File: config.mk
export PLATFORM = sky130hd
export DESIGN_NAME = mini_mcu
export DESIGN_NICKNAME = d
export VERILOG_FILES = /design/src/mcu_pkg.sv /design/src/apb_if.sv /design/src/gpio_bank.sv /design/src/memory_subsystem.sv /design/src/system_bus.sv /design/src/ao_peripheral_subsystem.sv /design/src/peripheral_subsystem.sv /design/src/mini_mcu.sv
export SDC_FILE = /design/constraint.sdc
export NUM_CORES = 2
export LEC_CHECK = 0
export ABC_AREA = 1
export BUFFER_PORTS_ARGS = -buffer_cell sky130_fd_sc_hd__buf_2
export CORE_MARGIN = 5
export CORE_UTILIZATION = 47
export CTS_CLUSTER_SIZE = 10
export DETAILED_ROUTE_END_ITERATION = 8
export HOLD_SLACK_MARGIN = 0.02
export SLEW_MARGIN = 10
export SYNTH_ARGS = -nofsm -noshare
export SYNTH_HDL_FRONTEND = slang
export SYNTH_SLANG_ARGS = --single-unit
File: constraint.sdc
create_clock -name clk_i -period 5.15 [get_ports clk_i]
set_input_delay 0.2575 -clock clk_i [delete_from_list [all_inputs] [get_ports clk_i]]
set_output_delay 0.2575 -clock clk_i [all_outputs]
set_load 0.05 [all_outputs]
File: src/mcu_pkg.sv
// shared address map, register offsets and bus types for the mini MCU
// imported by every module and interface of the design

package mcu_pkg;

  typedef logic [31:0] addr_t;
  typedef logic [31:0] data_t;
  typedef logic [3:0]  region_t;
  typedef logic [31:0] intr_t;

  // address bits 31..28 pick the region
  localparam region_t REGION_RAM    = 4'h0;
  localparam region_t REGION_AO     = 4'h2;
  localparam region_t REGION_PERIPH = 4'h3;

  localparam int unsigned NUM_BANKS  = 4;
  localparam int unsigned BANK_WORDS = 16;

  // gpio block sits at this offset inside each peripheral subsystem
  localparam addr_t GPIO_OFFSET = 32'h0000_0100;

  // soc control
  localparam addr_t EXIT_VALID_OFF  = 32'h00;
  localparam addr_t EXIT_VALUE_OFF  = 32'h04;
  localparam addr_t BOOT_SELECT_OFF = 32'h08;

  localparam addr_t MSIP_OFF = 32'h00;

  // gpio, relative to GPIO_OFFSET
  localparam addr_t GPIO_IN_OFF          = 32'h00;
  localparam addr_t GPIO_OUT_OFF         = 32'h04;
  localparam addr_t GPIO_OE_OFF          = 32'h08;
  localparam addr_t GPIO_INTR_EN_OFF     = 32'h0C;
  localparam addr_t GPIO_INTR_STATUS_OFF = 32'h10;

  // interrupt vector layout
  localparam int unsigned IRQ_SOFTWARE_BIT = 3;
  localparam int unsigned IRQ_EXTERNAL_BIT = 11;
  localparam int unsigned IRQ_FAST_LSB     = 16;

  localparam int unsigned NUM_AO_GPIO = 8;
  localparam int unsigned NUM_GPIO    = 32;

endpackage

File: src/apb_if.sv
// APB connection between the system bus and one slave subsystem
// the bus drives the master modport, each subsystem takes the slave modport
`timescale 1ns/1ps

interface apb_if;
  import mcu_pkg::*;

  addr_t paddr;
  logic  psel;
  logic  penable;
  logic  pwrite;
  data_t pwdata;
  data_t prdata;
  logic  pready;
  logic  pslverr;

  modport master (
    output paddr, psel, penable, pwrite, pwdata,
    input  prdata, pready, pslverr
  );

  modport slave (
    input  paddr, psel, penable, pwrite, pwdata,
    output prdata, pready, pslverr
  );

endinterface

File: src/gpio_bank.sv
// GPIO register block: output, output enable, interrupt enable and sticky status
// pins pass a two-flop synchronizer, rising edges set the status bits
`timescale 1ns/1ps

module gpio_bank #(
  parameter int unsigned NUM_PINS = 8
) (
  input  logic                clk_i,
  input  logic                rst_n_i,
  input  logic                sel_i,
  input  logic                write_i,
  input  mcu_pkg::addr_t      offset_i,
  input  mcu_pkg::data_t      wdata_i,
  output mcu_pkg::data_t      rdata_o,
  input  logic [NUM_PINS-1:0] pins_i,
  output logic [NUM_PINS-1:0] pins_o,
  output logic [NUM_PINS-1:0] pins_oe_o,
  output logic [NUM_PINS-1:0] intr_o
);
  import mcu_pkg::*;

  logic [NUM_PINS-1:0] sync1_q;
  logic [NUM_PINS-1:0] sync2_q;
  logic [NUM_PINS-1:0] prev_q;
  logic [NUM_PINS-1:0] rise;
  logic [NUM_PINS-1:0] out_q;
  logic [NUM_PINS-1:0] oe_q;
  logic [NUM_PINS-1:0] intr_en_q;
  logic [NUM_PINS-1:0] status_q;
  logic [NUM_PINS-1:0] status_clr;
  logic [NUM_PINS-1:0] wdata;
  logic                wr_en;

  assign wr_en = sel_i && write_i;
  assign wdata = wdata_i[NUM_PINS-1:0];

  // third stage only remembers the last synchronized level
  always_ff @(posedge clk_i) begin
    if (!rst_n_i) begin
      sync1_q <= '0;
      sync2_q <= '0;
      prev_q  <= '0;
    end else begin
      sync1_q <= pins_i;
      sync2_q <= sync1_q;
      prev_q  <= sync2_q;
    end
  end

  assign rise = sync2_q & ~prev_q;

  always_ff @(posedge clk_i) begin
    if (!rst_n_i) begin
      out_q     <= '0;
      oe_q      <= '0;
      intr_en_q <= '0;
    end else if (wr_en) begin
      case (offset_i)
        GPIO_OUT_OFF:     out_q     <= wdata;
        GPIO_OE_OFF:      oe_q      <= wdata;
        GPIO_INTR_EN_OFF: intr_en_q <= wdata;
        default: ;
      endcase
    end
  end

  // write one to clear; an edge in the same cycle still sets
  assign status_clr = (wr_en && offset_i == GPIO_INTR_STATUS_OFF) ? wdata : '0;

  always_ff @(posedge clk_i) begin
    if (!rst_n_i) begin
      status_q <= '0;
    end else begin
      status_q <= (status_q & ~status_clr) | rise;
    end
  end

  always_comb begin
    rdata_o = '0;
    case (offset_i)
      GPIO_IN_OFF:          rdata_o[NUM_PINS-1:0] = sync2_q;
      GPIO_OUT_OFF:         rdata_o[NUM_PINS-1:0] = out_q;
      GPIO_OE_OFF:          rdata_o[NUM_PINS-1:0] = oe_q;
      GPIO_INTR_EN_OFF:     rdata_o[NUM_PINS-1:0] = intr_en_q;
      GPIO_INTR_STATUS_OFF: rdata_o[NUM_PINS-1:0] = status_q;
      default: ;
    endcase
  end

  assign pins_o    = out_q;
  assign pins_oe_o = oe_q;
  assign intr_o    = status_q & intr_en_q;

endmodule

File: src/memory_subsystem.sv
// banked word RAM behind an APB slave port, one wait state per access
// word address splits into bank (upper bits) and word (lower bits), larger addresses wrap
`timescale 1ns/1ps

module memory_subsystem #(
  parameter int unsigned NUM_BANKS  = mcu_pkg::NUM_BANKS,
  parameter int unsigned BANK_WORDS = mcu_pkg::BANK_WORDS
) (
  input logic   clk_i,
  input logic   rst_n_i,
  apb_if.slave  bus
);
  import mcu_pkg::*;

  localparam int unsigned WORD_BITS = $clog2(BANK_WORDS);
  localparam int unsigned BANK_BITS = $clog2(NUM_BANKS);

  logic [WORD_BITS-1:0] word_idx;
  logic [BANK_BITS-1:0] bank_idx;
  logic                 access;
  logic                 wait_q;
  logic                 wr_en;
  data_t                rdata_q;
  data_t                bank_rdata [NUM_BANKS];

  assign word_idx = bus.paddr[2 +: WORD_BITS];
  assign bank_idx = bus.paddr[2+WORD_BITS +: BANK_BITS];
  assign access   = bus.psel && bus.penable;
  assign wr_en    = access && wait_q && bus.pwrite;

  // high in the second access cycle only
  always_ff @(posedge clk_i) begin
    if (!rst_n_i) begin
      wait_q <= 1'b0;
    end else begin
      wait_q <= access && !wait_q;
    end
  end

  for (genvar b = 0; b < NUM_BANKS; b++) begin : g_bank
    data_t mem [BANK_WORDS];

    always_ff @(posedge clk_i) begin
      if (wr_en && bank_idx == BANK_BITS'(b)) begin
        mem[word_idx] <= bus.pwdata;
      end
    end

    assign bank_rdata[b] = mem[word_idx];
  end

  // word is captured during the wait state
  always_ff @(posedge clk_i) begin
    if (access && !wait_q) begin
      rdata_q <= bank_rdata[bank_idx];
    end
  end

  assign bus.prdata  = rdata_q;
  assign bus.pready  = access && wait_q;
  assign bus.pslverr = 1'b0;

endmodule

File: src/system_bus.sv
// routes the external APB master to RAM, always-on or peripheral subsystem
// unmapped regions get an error response from here
`timescale 1ns/1ps

module system_bus (
  input  logic           clk_i,
  input  logic           rst_n_i,
  input  mcu_pkg::addr_t paddr_i,
  input  logic           psel_i,
  input  logic           penable_i,
  input  logic           pwrite_i,
  input  mcu_pkg::data_t pwdata_i,
  output mcu_pkg::data_t prdata_o,
  output logic           pready_o,
  output logic           pslverr_o,
  apb_if.master          ram_bus,
  apb_if.master          ao_bus,
  apb_if.master          periph_bus
);
  import mcu_pkg::*;

  // register subsystems see the offset below GPIO_OFFSET and one bit more
  localparam int unsigned OFF_BITS = $clog2(GPIO_OFFSET) + 1;

  region_t region;
  region_t region_q;
  addr_t   reg_offset;

  assign region     = paddr_i[31:28];
  assign reg_offset = addr_t'(paddr_i[OFF_BITS-1:0]);

  // latched in the setup cycle, steers the response path
  always_ff @(posedge clk_i) begin
    if (!rst_n_i) begin
      region_q <= REGION_RAM;
    end else if (psel_i && !penable_i) begin
      region_q <= region;
    end
  end

  assign ram_bus.paddr   = paddr_i;
  assign ram_bus.psel    = psel_i && (region == REGION_RAM);
  assign ram_bus.penable = penable_i;
  assign ram_bus.pwrite  = pwrite_i;
  assign ram_bus.pwdata  = pwdata_i;

  assign ao_bus.paddr   = reg_offset;
  assign ao_bus.psel    = psel_i && (region == REGION_AO);
  assign ao_bus.penable = penable_i;
  assign ao_bus.pwrite  = pwrite_i;
  assign ao_bus.pwdata  = pwdata_i;

  assign periph_bus.paddr   = reg_offset;
  assign periph_bus.psel    = psel_i && (region == REGION_PERIPH);
  assign periph_bus.penable = penable_i;
  assign periph_bus.pwrite  = pwrite_i;
  assign periph_bus.pwdata  = pwdata_i;

  always_comb begin
    // unmapped: finish at once with an error
    prdata_o  = '0;
    pready_o  = psel_i && penable_i;
    pslverr_o = psel_i && penable_i;
    case (region_q)
      REGION_RAM: begin
        prdata_o  = ram_bus.prdata;
        pready_o  = ram_bus.pready;
        pslverr_o = ram_bus.pslverr;
      end
      REGION_AO: begin
        prdata_o  = ao_bus.prdata;
        pready_o  = ao_bus.pready;
        pslverr_o = ao_bus.pslverr;
      end
      REGION_PERIPH: begin
        prdata_o  = periph_bus.prdata;
        pready_o  = periph_bus.pready;
        pslverr_o = periph_bus.pslverr;
      end
      default: ;
    endcase
  end

endmodule

File: src/ao_peripheral_subsystem.sv
// always-on peripherals: SoC control registers and the 8-pin GPIO
// control registers below GPIO_OFFSET, GPIO block at and above it
`timescale 1ns/1ps

module ao_peripheral_subsystem (
  input  logic                                 clk_i,
  input  logic                                 rst_n_i,
  apb_if.slave                                 bus,
  input  logic                                 boot_select_i,
  output logic                                 exit_valid_o,
  output mcu_pkg::data_t                       exit_value_o,
  input  logic [mcu_pkg::NUM_AO_GPIO-1:0]      gpio_i,
  output logic [mcu_pkg::NUM_AO_GPIO-1:0]      gpio_o,
  output logic [mcu_pkg::NUM_AO_GPIO-1:0]      gpio_oe_o,
  output logic [mcu_pkg::NUM_AO_GPIO-1:0]      gpio_intr_o
);
  import mcu_pkg::*;

  logic  access;
  logic  gpio_hit;
  logic  ctrl_wr;
  logic  exit_valid_q;
  data_t exit_value_q;
  data_t gpio_rdata;

  assign access   = bus.psel && bus.penable;
  assign gpio_hit = bus.paddr >= GPIO_OFFSET;
  assign ctrl_wr  = access && bus.pwrite && !gpio_hit;

  always_ff @(posedge clk_i) begin
    if (!rst_n_i) begin
      exit_valid_q <= 1'b0;
      exit_value_q <= '0;
    end else if (ctrl_wr) begin
      case (bus.paddr)
        EXIT_VALID_OFF: exit_valid_q <= bus.pwdata[0];
        EXIT_VALUE_OFF: exit_value_q <= bus.pwdata;
        default: ;
      endcase
    end
  end

  gpio_bank #(
    .NUM_PINS(NUM_AO_GPIO)
  ) gpio_ao_i (
    .clk_i,
    .rst_n_i,
    .sel_i    (access && gpio_hit),
    .write_i  (bus.pwrite),
    .offset_i (bus.paddr - GPIO_OFFSET),
    .wdata_i  (bus.pwdata),
    .rdata_o  (gpio_rdata),
    .pins_i   (gpio_i),
    .pins_o   (gpio_o),
    .pins_oe_o(gpio_oe_o),
    .intr_o   (gpio_intr_o)
  );

  always_comb begin
    bus.prdata = '0;
    if (gpio_hit) begin
      bus.prdata = gpio_rdata;
    end else begin
      case (bus.paddr)
        EXIT_VALID_OFF:  bus.prdata[0] = exit_valid_q;
        EXIT_VALUE_OFF:  bus.prdata    = exit_value_q;
        BOOT_SELECT_OFF: bus.prdata[0] = boot_select_i;
        default: ;
      endcase
    end
  end

  // no wait states here
  assign bus.pready  = access;
  assign bus.pslverr = 1'b0;

  assign exit_valid_o = exit_valid_q;
  assign exit_value_o = exit_value_q;

endmodule

File: src/peripheral_subsystem.sv
// main peripherals: software interrupt register and the 24-pin GPIO
// GPIO interrupts are ORed into the external interrupt line
`timescale 1ns/1ps

module peripheral_subsystem (
  input  logic                                            clk_i,
  input  logic                                            rst_n_i,
  apb_if.slave                                            bus,
  input  logic [mcu_pkg::NUM_GPIO-mcu_pkg::NUM_AO_GPIO-1:0] gpio_i,
  output logic [mcu_pkg::NUM_GPIO-mcu_pkg::NUM_AO_GPIO-1:0] gpio_o,
  output logic [mcu_pkg::NUM_GPIO-mcu_pkg::NUM_AO_GPIO-1:0] gpio_oe_o,
  output logic                                            irq_software_o,
  output logic                                            irq_external_o
);
  import mcu_pkg::*;

  localparam int unsigned NUM_PINS = NUM_GPIO - NUM_AO_GPIO;

  logic                access;
  logic                gpio_hit;
  logic                msip_q;
  logic [NUM_PINS-1:0] gpio_intr;
  data_t               gpio_rdata;

  assign access   = bus.psel && bus.penable;
  assign gpio_hit = bus.paddr >= GPIO_OFFSET;

  always_ff @(posedge clk_i) begin
    if (!rst_n_i) begin
      msip_q <= 1'b0;
    end else if (access && bus.pwrite && bus.paddr == MSIP_OFF) begin
      msip_q <= bus.pwdata[0];
    end
  end

  gpio_bank #(
    .NUM_PINS(NUM_PINS)
  ) gpio_i_bank (
    .clk_i,
    .rst_n_i,
    .sel_i    (access && gpio_hit),
    .write_i  (bus.pwrite),
    .offset_i (bus.paddr - GPIO_OFFSET),
    .wdata_i  (bus.pwdata),
    .rdata_o  (gpio_rdata),
    .pins_i   (gpio_i),
    .pins_o   (gpio_o),
    .pins_oe_o(gpio_oe_o),
    .intr_o   (gpio_intr)
  );

  assign bus.prdata  = gpio_hit ? gpio_rdata :
                       (bus.paddr == MSIP_OFF) ? data_t'(msip_q) : '0;
  assign bus.pready  = access;
  assign bus.pslverr = 1'b0;

  assign irq_software_o = msip_q;
  assign irq_external_o = |gpio_intr;

endmodule

File: src/mini_mcu.sv
// top level of the reduced MCU fabric, an external APB master stands in for the CPU
// wires bus, memory, both peripheral subsystems, the pins and the interrupt vector
`timescale 1ns/1ps

module mini_mcu #(
  parameter int unsigned NUM_BANKS  = mcu_pkg::NUM_BANKS,
  parameter int unsigned BANK_WORDS = mcu_pkg::BANK_WORDS
) (
  input  logic                          clk_i,
  input  logic                          rst_n_i,
  input  mcu_pkg::addr_t                paddr_i,
  input  logic                          psel_i,
  input  logic                          penable_i,
  input  logic                          pwrite_i,
  input  mcu_pkg::data_t                pwdata_i,
  output mcu_pkg::data_t                prdata_o,
  output logic                          pready_o,
  output logic                          pslverr_o,
  input  logic                          boot_select_i,
  input  logic [mcu_pkg::NUM_GPIO-1:0]  gpio_i,
  output logic [mcu_pkg::NUM_GPIO-1:0]  gpio_o,
  output logic [mcu_pkg::NUM_GPIO-1:0]  gpio_oe_o,
  output logic                          exit_valid_o,
  output mcu_pkg::data_t                exit_value_o,
  output mcu_pkg::intr_t                intr_o
);
  import mcu_pkg::*;

  apb_if ram_bus ();
  apb_if ao_bus ();
  apb_if periph_bus ();

  logic                   irq_software;
  logic                   irq_external;
  logic [NUM_AO_GPIO-1:0] gpio_ao_intr;

  system_bus system_bus_i (
    .clk_i,
    .rst_n_i,
    .paddr_i,
    .psel_i,
    .penable_i,
    .pwrite_i,
    .pwdata_i,
    .prdata_o,
    .pready_o,
    .pslverr_o,
    .ram_bus   (ram_bus.master),
    .ao_bus    (ao_bus.master),
    .periph_bus(periph_bus.master)
  );

  memory_subsystem #(
    .NUM_BANKS (NUM_BANKS),
    .BANK_WORDS(BANK_WORDS)
  ) memory_subsystem_i (
    .clk_i,
    .rst_n_i,
    .bus(ram_bus.slave)
  );

  // pins 7..0 belong to the always-on domain
  ao_peripheral_subsystem ao_peripheral_subsystem_i (
    .clk_i,
    .rst_n_i,
    .bus        (ao_bus.slave),
    .boot_select_i,
    .exit_valid_o,
    .exit_value_o,
    .gpio_i     (gpio_i[NUM_AO_GPIO-1:0]),
    .gpio_o     (gpio_o[NUM_AO_GPIO-1:0]),
    .gpio_oe_o  (gpio_oe_o[NUM_AO_GPIO-1:0]),
    .gpio_intr_o(gpio_ao_intr)
  );

  peripheral_subsystem peripheral_subsystem_i (
    .clk_i,
    .rst_n_i,
    .bus           (periph_bus.slave),
    .gpio_i        (gpio_i[NUM_GPIO-1:NUM_AO_GPIO]),
    .gpio_o        (gpio_o[NUM_GPIO-1:NUM_AO_GPIO]),
    .gpio_oe_o     (gpio_oe_o[NUM_GPIO-1:NUM_AO_GPIO]),
    .irq_software_o(irq_software),
    .irq_external_o(irq_external)
  );

  // timer and uart slots stay zero
  always_comb begin
    intr_o                              = '0;
    intr_o[IRQ_SOFTWARE_BIT]            = irq_software;
    intr_o[IRQ_EXTERNAL_BIT]            = irq_external;
    intr_o[IRQ_FAST_LSB +: NUM_AO_GPIO] = gpio_ao_intr;
  end

endmodule

* Word level (Yosys, flattened, before mapping) *
Memory sizes are Yosys's and may differ from the RTL's.
Index checks and enable logic that the tools add are counted.

operators by class
  add/sub/neg operators = 1
  magnitude comparators = 2
  eq/ne operators = 13
  muxes and demuxes = 23
  bitwise operators = 13
  reduce and logical (&&, ||, !) cells = 43

operator list
  operator                                                                 number
  32-bit 2-to-1 mux                                                        4
  24-bit case mux with 5 select lines                                      1
  32-bit case mux with 3 select lines                                      1
  24-bit bitwise AND                                                       3
  32-bit binary-select mux with 2-bit select                               1
  32-bit by 4-bit equality test with 1-bit output (second input constant)  2
  32-bit logical NOT                                                       2
  24-bit NOT                                                               2
  8-bit case mux with 5 select lines                                       1
  32-bit by 3-bit equality test with 1-bit output (second input constant)  1
  32-bit by 5-bit equality test with 1-bit output (second input constant)  1
  31-bit 2-to-1 mux                                                        1
  1-bit logical AND                                                        25
  8-bit bitwise AND                                                        3
  24-bit 2-to-1 mux                                                        1
  24-bit bitwise OR                                                        1
  24-bit OR reduction                                                      1
  4-bit by 2-bit equality test with 1-bit output (second input constant)   4
  8-bit NOT                                                                2
  2-bit AND reduction                                                      8
  1-bit 2-to-1 mux                                                         10
  9-bit by 9-bit subtractor with 10-bit output (second input constant)     1
  9-bit by 3-bit equality test with 1-bit output (second input constant)   1
  9-bit by 4-bit equality test with 1-bit output (second input constant)   1
  12 further kinds                                                         17

word-level totals
  register bits after elaboration = 295
  RAM bits = 2048
  output and inout port bits = 163
  memories = 4

memories
  memory                            words  width  rd ports  clocked after Yosys merged registers in  wr ports  line                    text
  memory_subsystem_i.g_bank[0].mem  16     32     1         0                                        1         memory_subsystem.sv:41  data_t mem [BANK_WORDS];
  memory_subsystem_i.g_bank[1].mem  16     32     1         0                                        1         memory_subsystem.sv:41
  memory_subsystem_i.g_bank[2].mem  16     32     1         0                                        1         memory_subsystem.sv:41
  memory_subsystem_i.g_bank[3].mem  16     32     1         0                                        1         memory_subsystem.sv:41

* Longest topological paths before layout *
  depth in word-level cells = 10
  depth in mapped cells = 13
  gate-level depth less buffers = 11

* Hierarchy *
From an unflattened synthesis, not the netlist that was laid out.

unflattened totals
  cell total of the unflattened synthesis = 10999
  area total of the unflattened synthesis = 103664.4 um^2

by module, submodules not included
  module                                           instances  cells each  area each (um^2)  sequential area each (um^2)
  memory_subsystem                                 1          8266        86151.4           62479.9
  gpio_bank (peripheral_subsystem_i.gpio_i_bank)   1          1223        7916.3            3363.2
  gpio_bank (ao_peripheral_subsystem_i.gpio_ao_i)  1          468         3126.7            1121.1
  ao_peripheral_subsystem                          1          425         2451.1            660.6
  system_bus                                       1          385         2447.3            80.1
  peripheral_subsystem                             1          207         1387.6            20.0
  mini_mcu                                         1          25          183.9             0.0

* Worst setup path after synthesis *
No wires, ideal clock.

  path kind = input to register
  from = input port paddr_i[31]
  to = register memory_subsystem_i.rdata_q[0], in the netlist memory_subsystem_i.bus.prdata[0], enable pin
  data arrival time = 3.600 ns
  data required time = 4.645 ns
  path slack = 1.045 ns
  stages = 3
  buffers on the path = 0
  cells stage by stage = nor2_1 nand2_1 nor4_1

between the ends
  word-level cells in the longest chain between the ends = 4

RTL lines
  what                  line                    text
  start, declared       mini_mcu.sv:11          input mcu_pkg::addr_t paddr_i,
  4-bit logical NOT     system_bus.sv:42        assign ram_bus.psel = psel_i && (region == REGION_RAM);
  1-bit logical AND     system_bus.sv:42
  1-bit logical AND     memory_subsystem.sv:28  assign access = bus.psel && bus.penable;
  1-bit logical AND     memory_subsystem.sv:54  if (access && !wait_q) begin
  end signal, assigned  memory_subsystem.sv:55  rdata_q <= bank_rdata[bank_idx];
  end, declared         memory_subsystem.sv:23  data_t rdata_q;

Every way passes these cells.
A chain may end at the register's enable or synchronous reset.

* Worst setup path after layout *
  from = input port paddr_i[2]
  to = output port prdata_o[7]

between the ends
  word-level cells in the longest chain between the ends = 5
  elaborated cells on any way between the ends = 14

RTL lines
  what                                                                                              line                                                       text
  9-bit by 9-bit subtractor with 10-bit output                                                      ao_peripheral_subsystem.sv:50, peripheral_subsystem.sv:43
  32-bit by 5-bit equality test with 1-bit output (tied with other cells)                           gpio_bank.sv:80                                            case (offset_i)
  24-bit case mux with 5 select lines / 8-bit case mux with 5 select lines (equally long branches)  gpio_bank.sv:80
  32-bit 2-to-1 mux, on equally long branches                                                       peripheral_subsystem.sv:52, ao_peripheral_subsystem.sv:61
  32-bit case mux with 3 select lines (*)                                                           system_bus.sv:64                                           case (region_q)
  end, declared                                                                                     mini_mcu.sv:16                                             output mcu_pkg::data_t prdata_o,

Every way passes the cells marked *; elsewhere a longest branch is shown, timed or not.

==> results.cfg <==
[floorplanning]
io_pins = 265
placementRows = 163
die_h_um = 455
die_w_um = 455
die-area_sq_um = 207000
core_area_sq_um = 197000
start_util = 0.471

[timing]
holdWs_ns = 0.0579
finalSetupViolCount = 0
max_slew.worst_pin.slew_ns = 1.21
period_minus_slack_ns = 4.16
hold_viol_final = 0
fin_skew_ns = 0.0394
rsz0062_at_grt = false
setup_slack_ns = 0.990
slew_headroom = 0.194
max_freq_mhz = 240
fin_tns_setup_ns = 0
drv_slew = 0
period_share = 0.808

[power]
intPower_mw = 31.4
irDropWorstVdd_mv = 0.342
leakage_nw = 41.0
p_switching_mw = 8.83
pwr-share-clk = 0.429
power_density_nw_per_um2 = 379
power_frac_seq = 0.516
power_frac_comb = 0.055
switching_share = 0.220
finalPower_mw = 40.2

[route]
routed_wl_um = 282000
remaining_drc_errors = 0
post_drt_wl_per_cell_um = 24.5
num_vias = 63547
ant_nets = 0
dr.pass1.iters = 6
viasPerCell = 5.51
drtIter0Drc = 7213

[placed_design]
portBuffers = 223
dp.cells = 11096
dp.final_hpwl_um = 160000
placed_area_sq_um = 97600
dp_slack_ns = 1.06
gp_congestion = 0.895

[cells_and_area]
final_core_util = 0.539
finalNetCount = 8936
layout_commonest_cell = nand2_1
layout_common_cells = nand2_1, edfxtp_1, nor2_1
stdcell_count = 11540
drive_gt1_frac = 0.0922
area_delta_synth_final_pct = 14.3
final_cell_area_sq_um = 106000

[worst_setup_path]
worstSetupPathType = in2out
cp_cell_sequence = buf_8 > inv_8 > nor2_8 > nand2_2 > nor2_4 > nand2_2 > nor2_4 > nand2_1 > nand3_1 > a21oi_1 > nand2_1 > buf_2
rrSetupSlack_ns = 1.84
cpPeakStageDelay_ns = 0.73
crit_fanout = 68
arrival_ns = 3.90
startpoint_type = input pin
cp_slowest_cell = nor2_4
end_kind = primary output
cp.required_ns = 4.89

[global_route]
grt_pass1_vias = 59654
grt_max_degree = 148
grt_use_total = 0.269
antenna_found_initial = 28
grt.overflow.total = 0
grt_pass1_wl_um = 408000

[logic_synthesis]
yosys.area_share.simple = 0.200
syn_avg_cell_area_sq_um = 11.0
ys_ff_latch = 2343
synth_compound_area_frac = 0.0401
synthAdderAreaFrac = 0
syn-instance-count = 8479
yosysWarnings = 0
synth_top_family_by_area = simple AND/OR/NAND/NOR gates
synth_xor_area_frac = 0
seq_area_frac_synth = 0.729
synthMuxAreaShare = 0
synth.distinct_cells = 34
syn_area_sq_um = 92900

[clock_network]
h-tree-depth = 5
cts_tree = built
cts_buffers = 288
clkLatencyLatePin_ns = 0.92
clock_path_buffers = 4
root_buffer = clkbuf_16
cts.repair.resized = 0
cts_num_sinks = 2343
post_cts_buffers = 0
cts.reportedPaths.clkPinSlew_ns = 0.05

[flow_run]
drv_cap = 0

[min_path]
hold_path_class = in2reg

[run_status]
status = finished clean
[area by class of cell]
type	instances	area, sq um
Sequential cell	2343	67700
Clock inverter	10	55.1
Tap cell	2640	3300
Fill cell	16828	90900
Antenna cell	10	25.0
Inverter	187	729
Timing Repair Buffer	499	3790
Clock buffer	336	7550
Multi-Input combinational cell	5515	22900
[flip-flops by register name (all words and copies together), names as in the netlist]
register                                       count
memory_subsystem_i.g_bank.mem                   2048
ao_peripheral_subsystem_i.exit_value_o            32
memory_subsystem_i.bus.prdata                     32
peripheral_subsystem_i.gpio_i_bank.intr_en_q      24
peripheral_subsystem_i.gpio_i_bank.pins_o         24
peripheral_subsystem_i.gpio_i_bank.pins_oe_o      24
peripheral_subsystem_i.gpio_i_bank.prev_q         24
peripheral_subsystem_i.gpio_i_bank.status_q       24
peripheral_subsystem_i.gpio_i_bank.sync1_q        24
peripheral_subsystem_i.gpio_i_bank.sync2_q        24
ao_peripheral_subsystem_i.gpio_ao_i.intr_en_q      8
ao_peripheral_subsystem_i.gpio_ao_i.pins_o         8
ao_peripheral_subsystem_i.gpio_ao_i.pins_oe_o      8
ao_peripheral_subsystem_i.gpio_ao_i.prev_q         8
ao_peripheral_subsystem_i.gpio_ao_i.status_q       8
ao_peripheral_subsystem_i.gpio_ao_i.sync1_q        8
ao_peripheral_subsystem_i.gpio_ao_i.sync2_q        8
system_bus_i.region_q                              4
ao_peripheral_subsystem_i.exit_valid_o             1
memory_subsystem_i.wait_q                          1
peripheral_subsystem_i.irq_software_o              1
[worst paths after layout]
check | start | endpoint | depth (start not counted)
worst max-delay path | paddr_i[2] | prdata_o[7] | 12
worst min-delay path | pwdata_i[8] | memory_subsystem_i.g_bank[0].mem[4][8] | 2
worst max register to register | memory_subsystem_i.wait_q | memory_subsystem_i.g_bank[2].mem[0][26] | 5
worst min register to register | ao_peripheral_subsystem_i.gpio_ao_i.sync1_q[7] | ao_peripheral_subsystem_i.gpio_ao_i.sync2_q[7] | 2
[cell families (layout without fill, tap and decap cells)]
| group | Yosys count | in the layout |
|---|---|---|
| other | 1 | 32 |
| DFF | 2343 | 2343 |
| and+or+nand+nor | 4783 | 4783 |
| buffers and inverters | 642 | 1032 |
| AOI/OAI and AO/OA | 710 | 710 |
[critical path: cells and delay by family]
family	cells	cell delay [ns]
simple gates	8	2.39
buf+inv	3	0.99
compound gates	1	0.08
[per-layer routing]
layer / up-vias / global-route usage / wire length [um]
li1: 29040 / - / -
met5: - / 0 / 10
met4: 2 / 0.0829 / 8860
met2: 3046 / 0.426 / 130000
met3: 527 / 0.0499 / 27400
met1: 30932 / 0.380 / 116000
[power groups by stage]
stage	combinational (mW)	sequential [mW]	clock, mW
CTS	2.21	20.8	17.5
global placement	2.12	21.1	0
finish	2.23	20.8	17.2
global route	2.41	20.7	18.3
detailed placement	2.15	21.1	0
floorplan	1.13	21.1	0
[synthesized netlist by cell type]
| cell | count | share of area |
|---|---|---|
| o211ai_1 | 2 | 0.00016 |
| edfxtp_1 | 2080 | 0.67 |
| clkbuf_1 | 166 | 0.0067 |
| nand2_2 | 7 | 0.00047 |
| conb_1 | 1 | 0.000040 |
| a21oi_1 | 287 | 0.015 |
| a221oi_1 | 1 | 0.000094 |
| nor4_1 | 1 | 0.000067 |
| dfxtp_1 | 263 | 0.057 |
| a22oi_1 | 1 | 0.000081 |
| o21ai_1 | 54 | 0.0029 |
| buf_4 | 33 | 0.0027 |
| nor2_1 | 434 | 0.018 |
| nand4_1 | 43 | 0.0029 |
| nor3_2 | 1 | 0.00011 |
| o22ai_1 | 38 | 0.0026 |
| and3_1 | 1 | 0.000067 |
| nand3_1 | 341 | 0.018 |
| inv_1 | 171 | 0.0069 |
| o2111ai_1 | 2 | 0.00019 |
| o21a_1 | 2 | 0.00016 |
| nor3_1 | 6 | 0.00032 |
| clkinv_1 | 10 | 0.00040 |
| buf_2 | 221 | 0.012 |
| o21ai_0 | 297 | 0.016 |
| nor2_4 | 5 | 0.00061 |
| inv_2 | 6 | 0.00024 |
| buf_1 | 35 | 0.0014 |
| o2bb2ai_1 | 2 | 0.00019 |
| nand2_1 | 3931 | 0.16 |
| a22o_1 | 23 | 0.0022 |
| nor2_8 | 1 | 0.00022 |
| nor2_2 | 12 | 0.00081 |
| o2111a_1 | 1 | 0.00012 |
[repair_timing]
| action | 4_1_cts | 5_1_grt |
|---|---|---|
| endpoints found under the setup margin | 0 | 0 |
| hold endpoints to repair | 352 | 0 |
| hold buffers | 88 | 0 |
No activity file was read; power rests on OpenSTA's default activity.
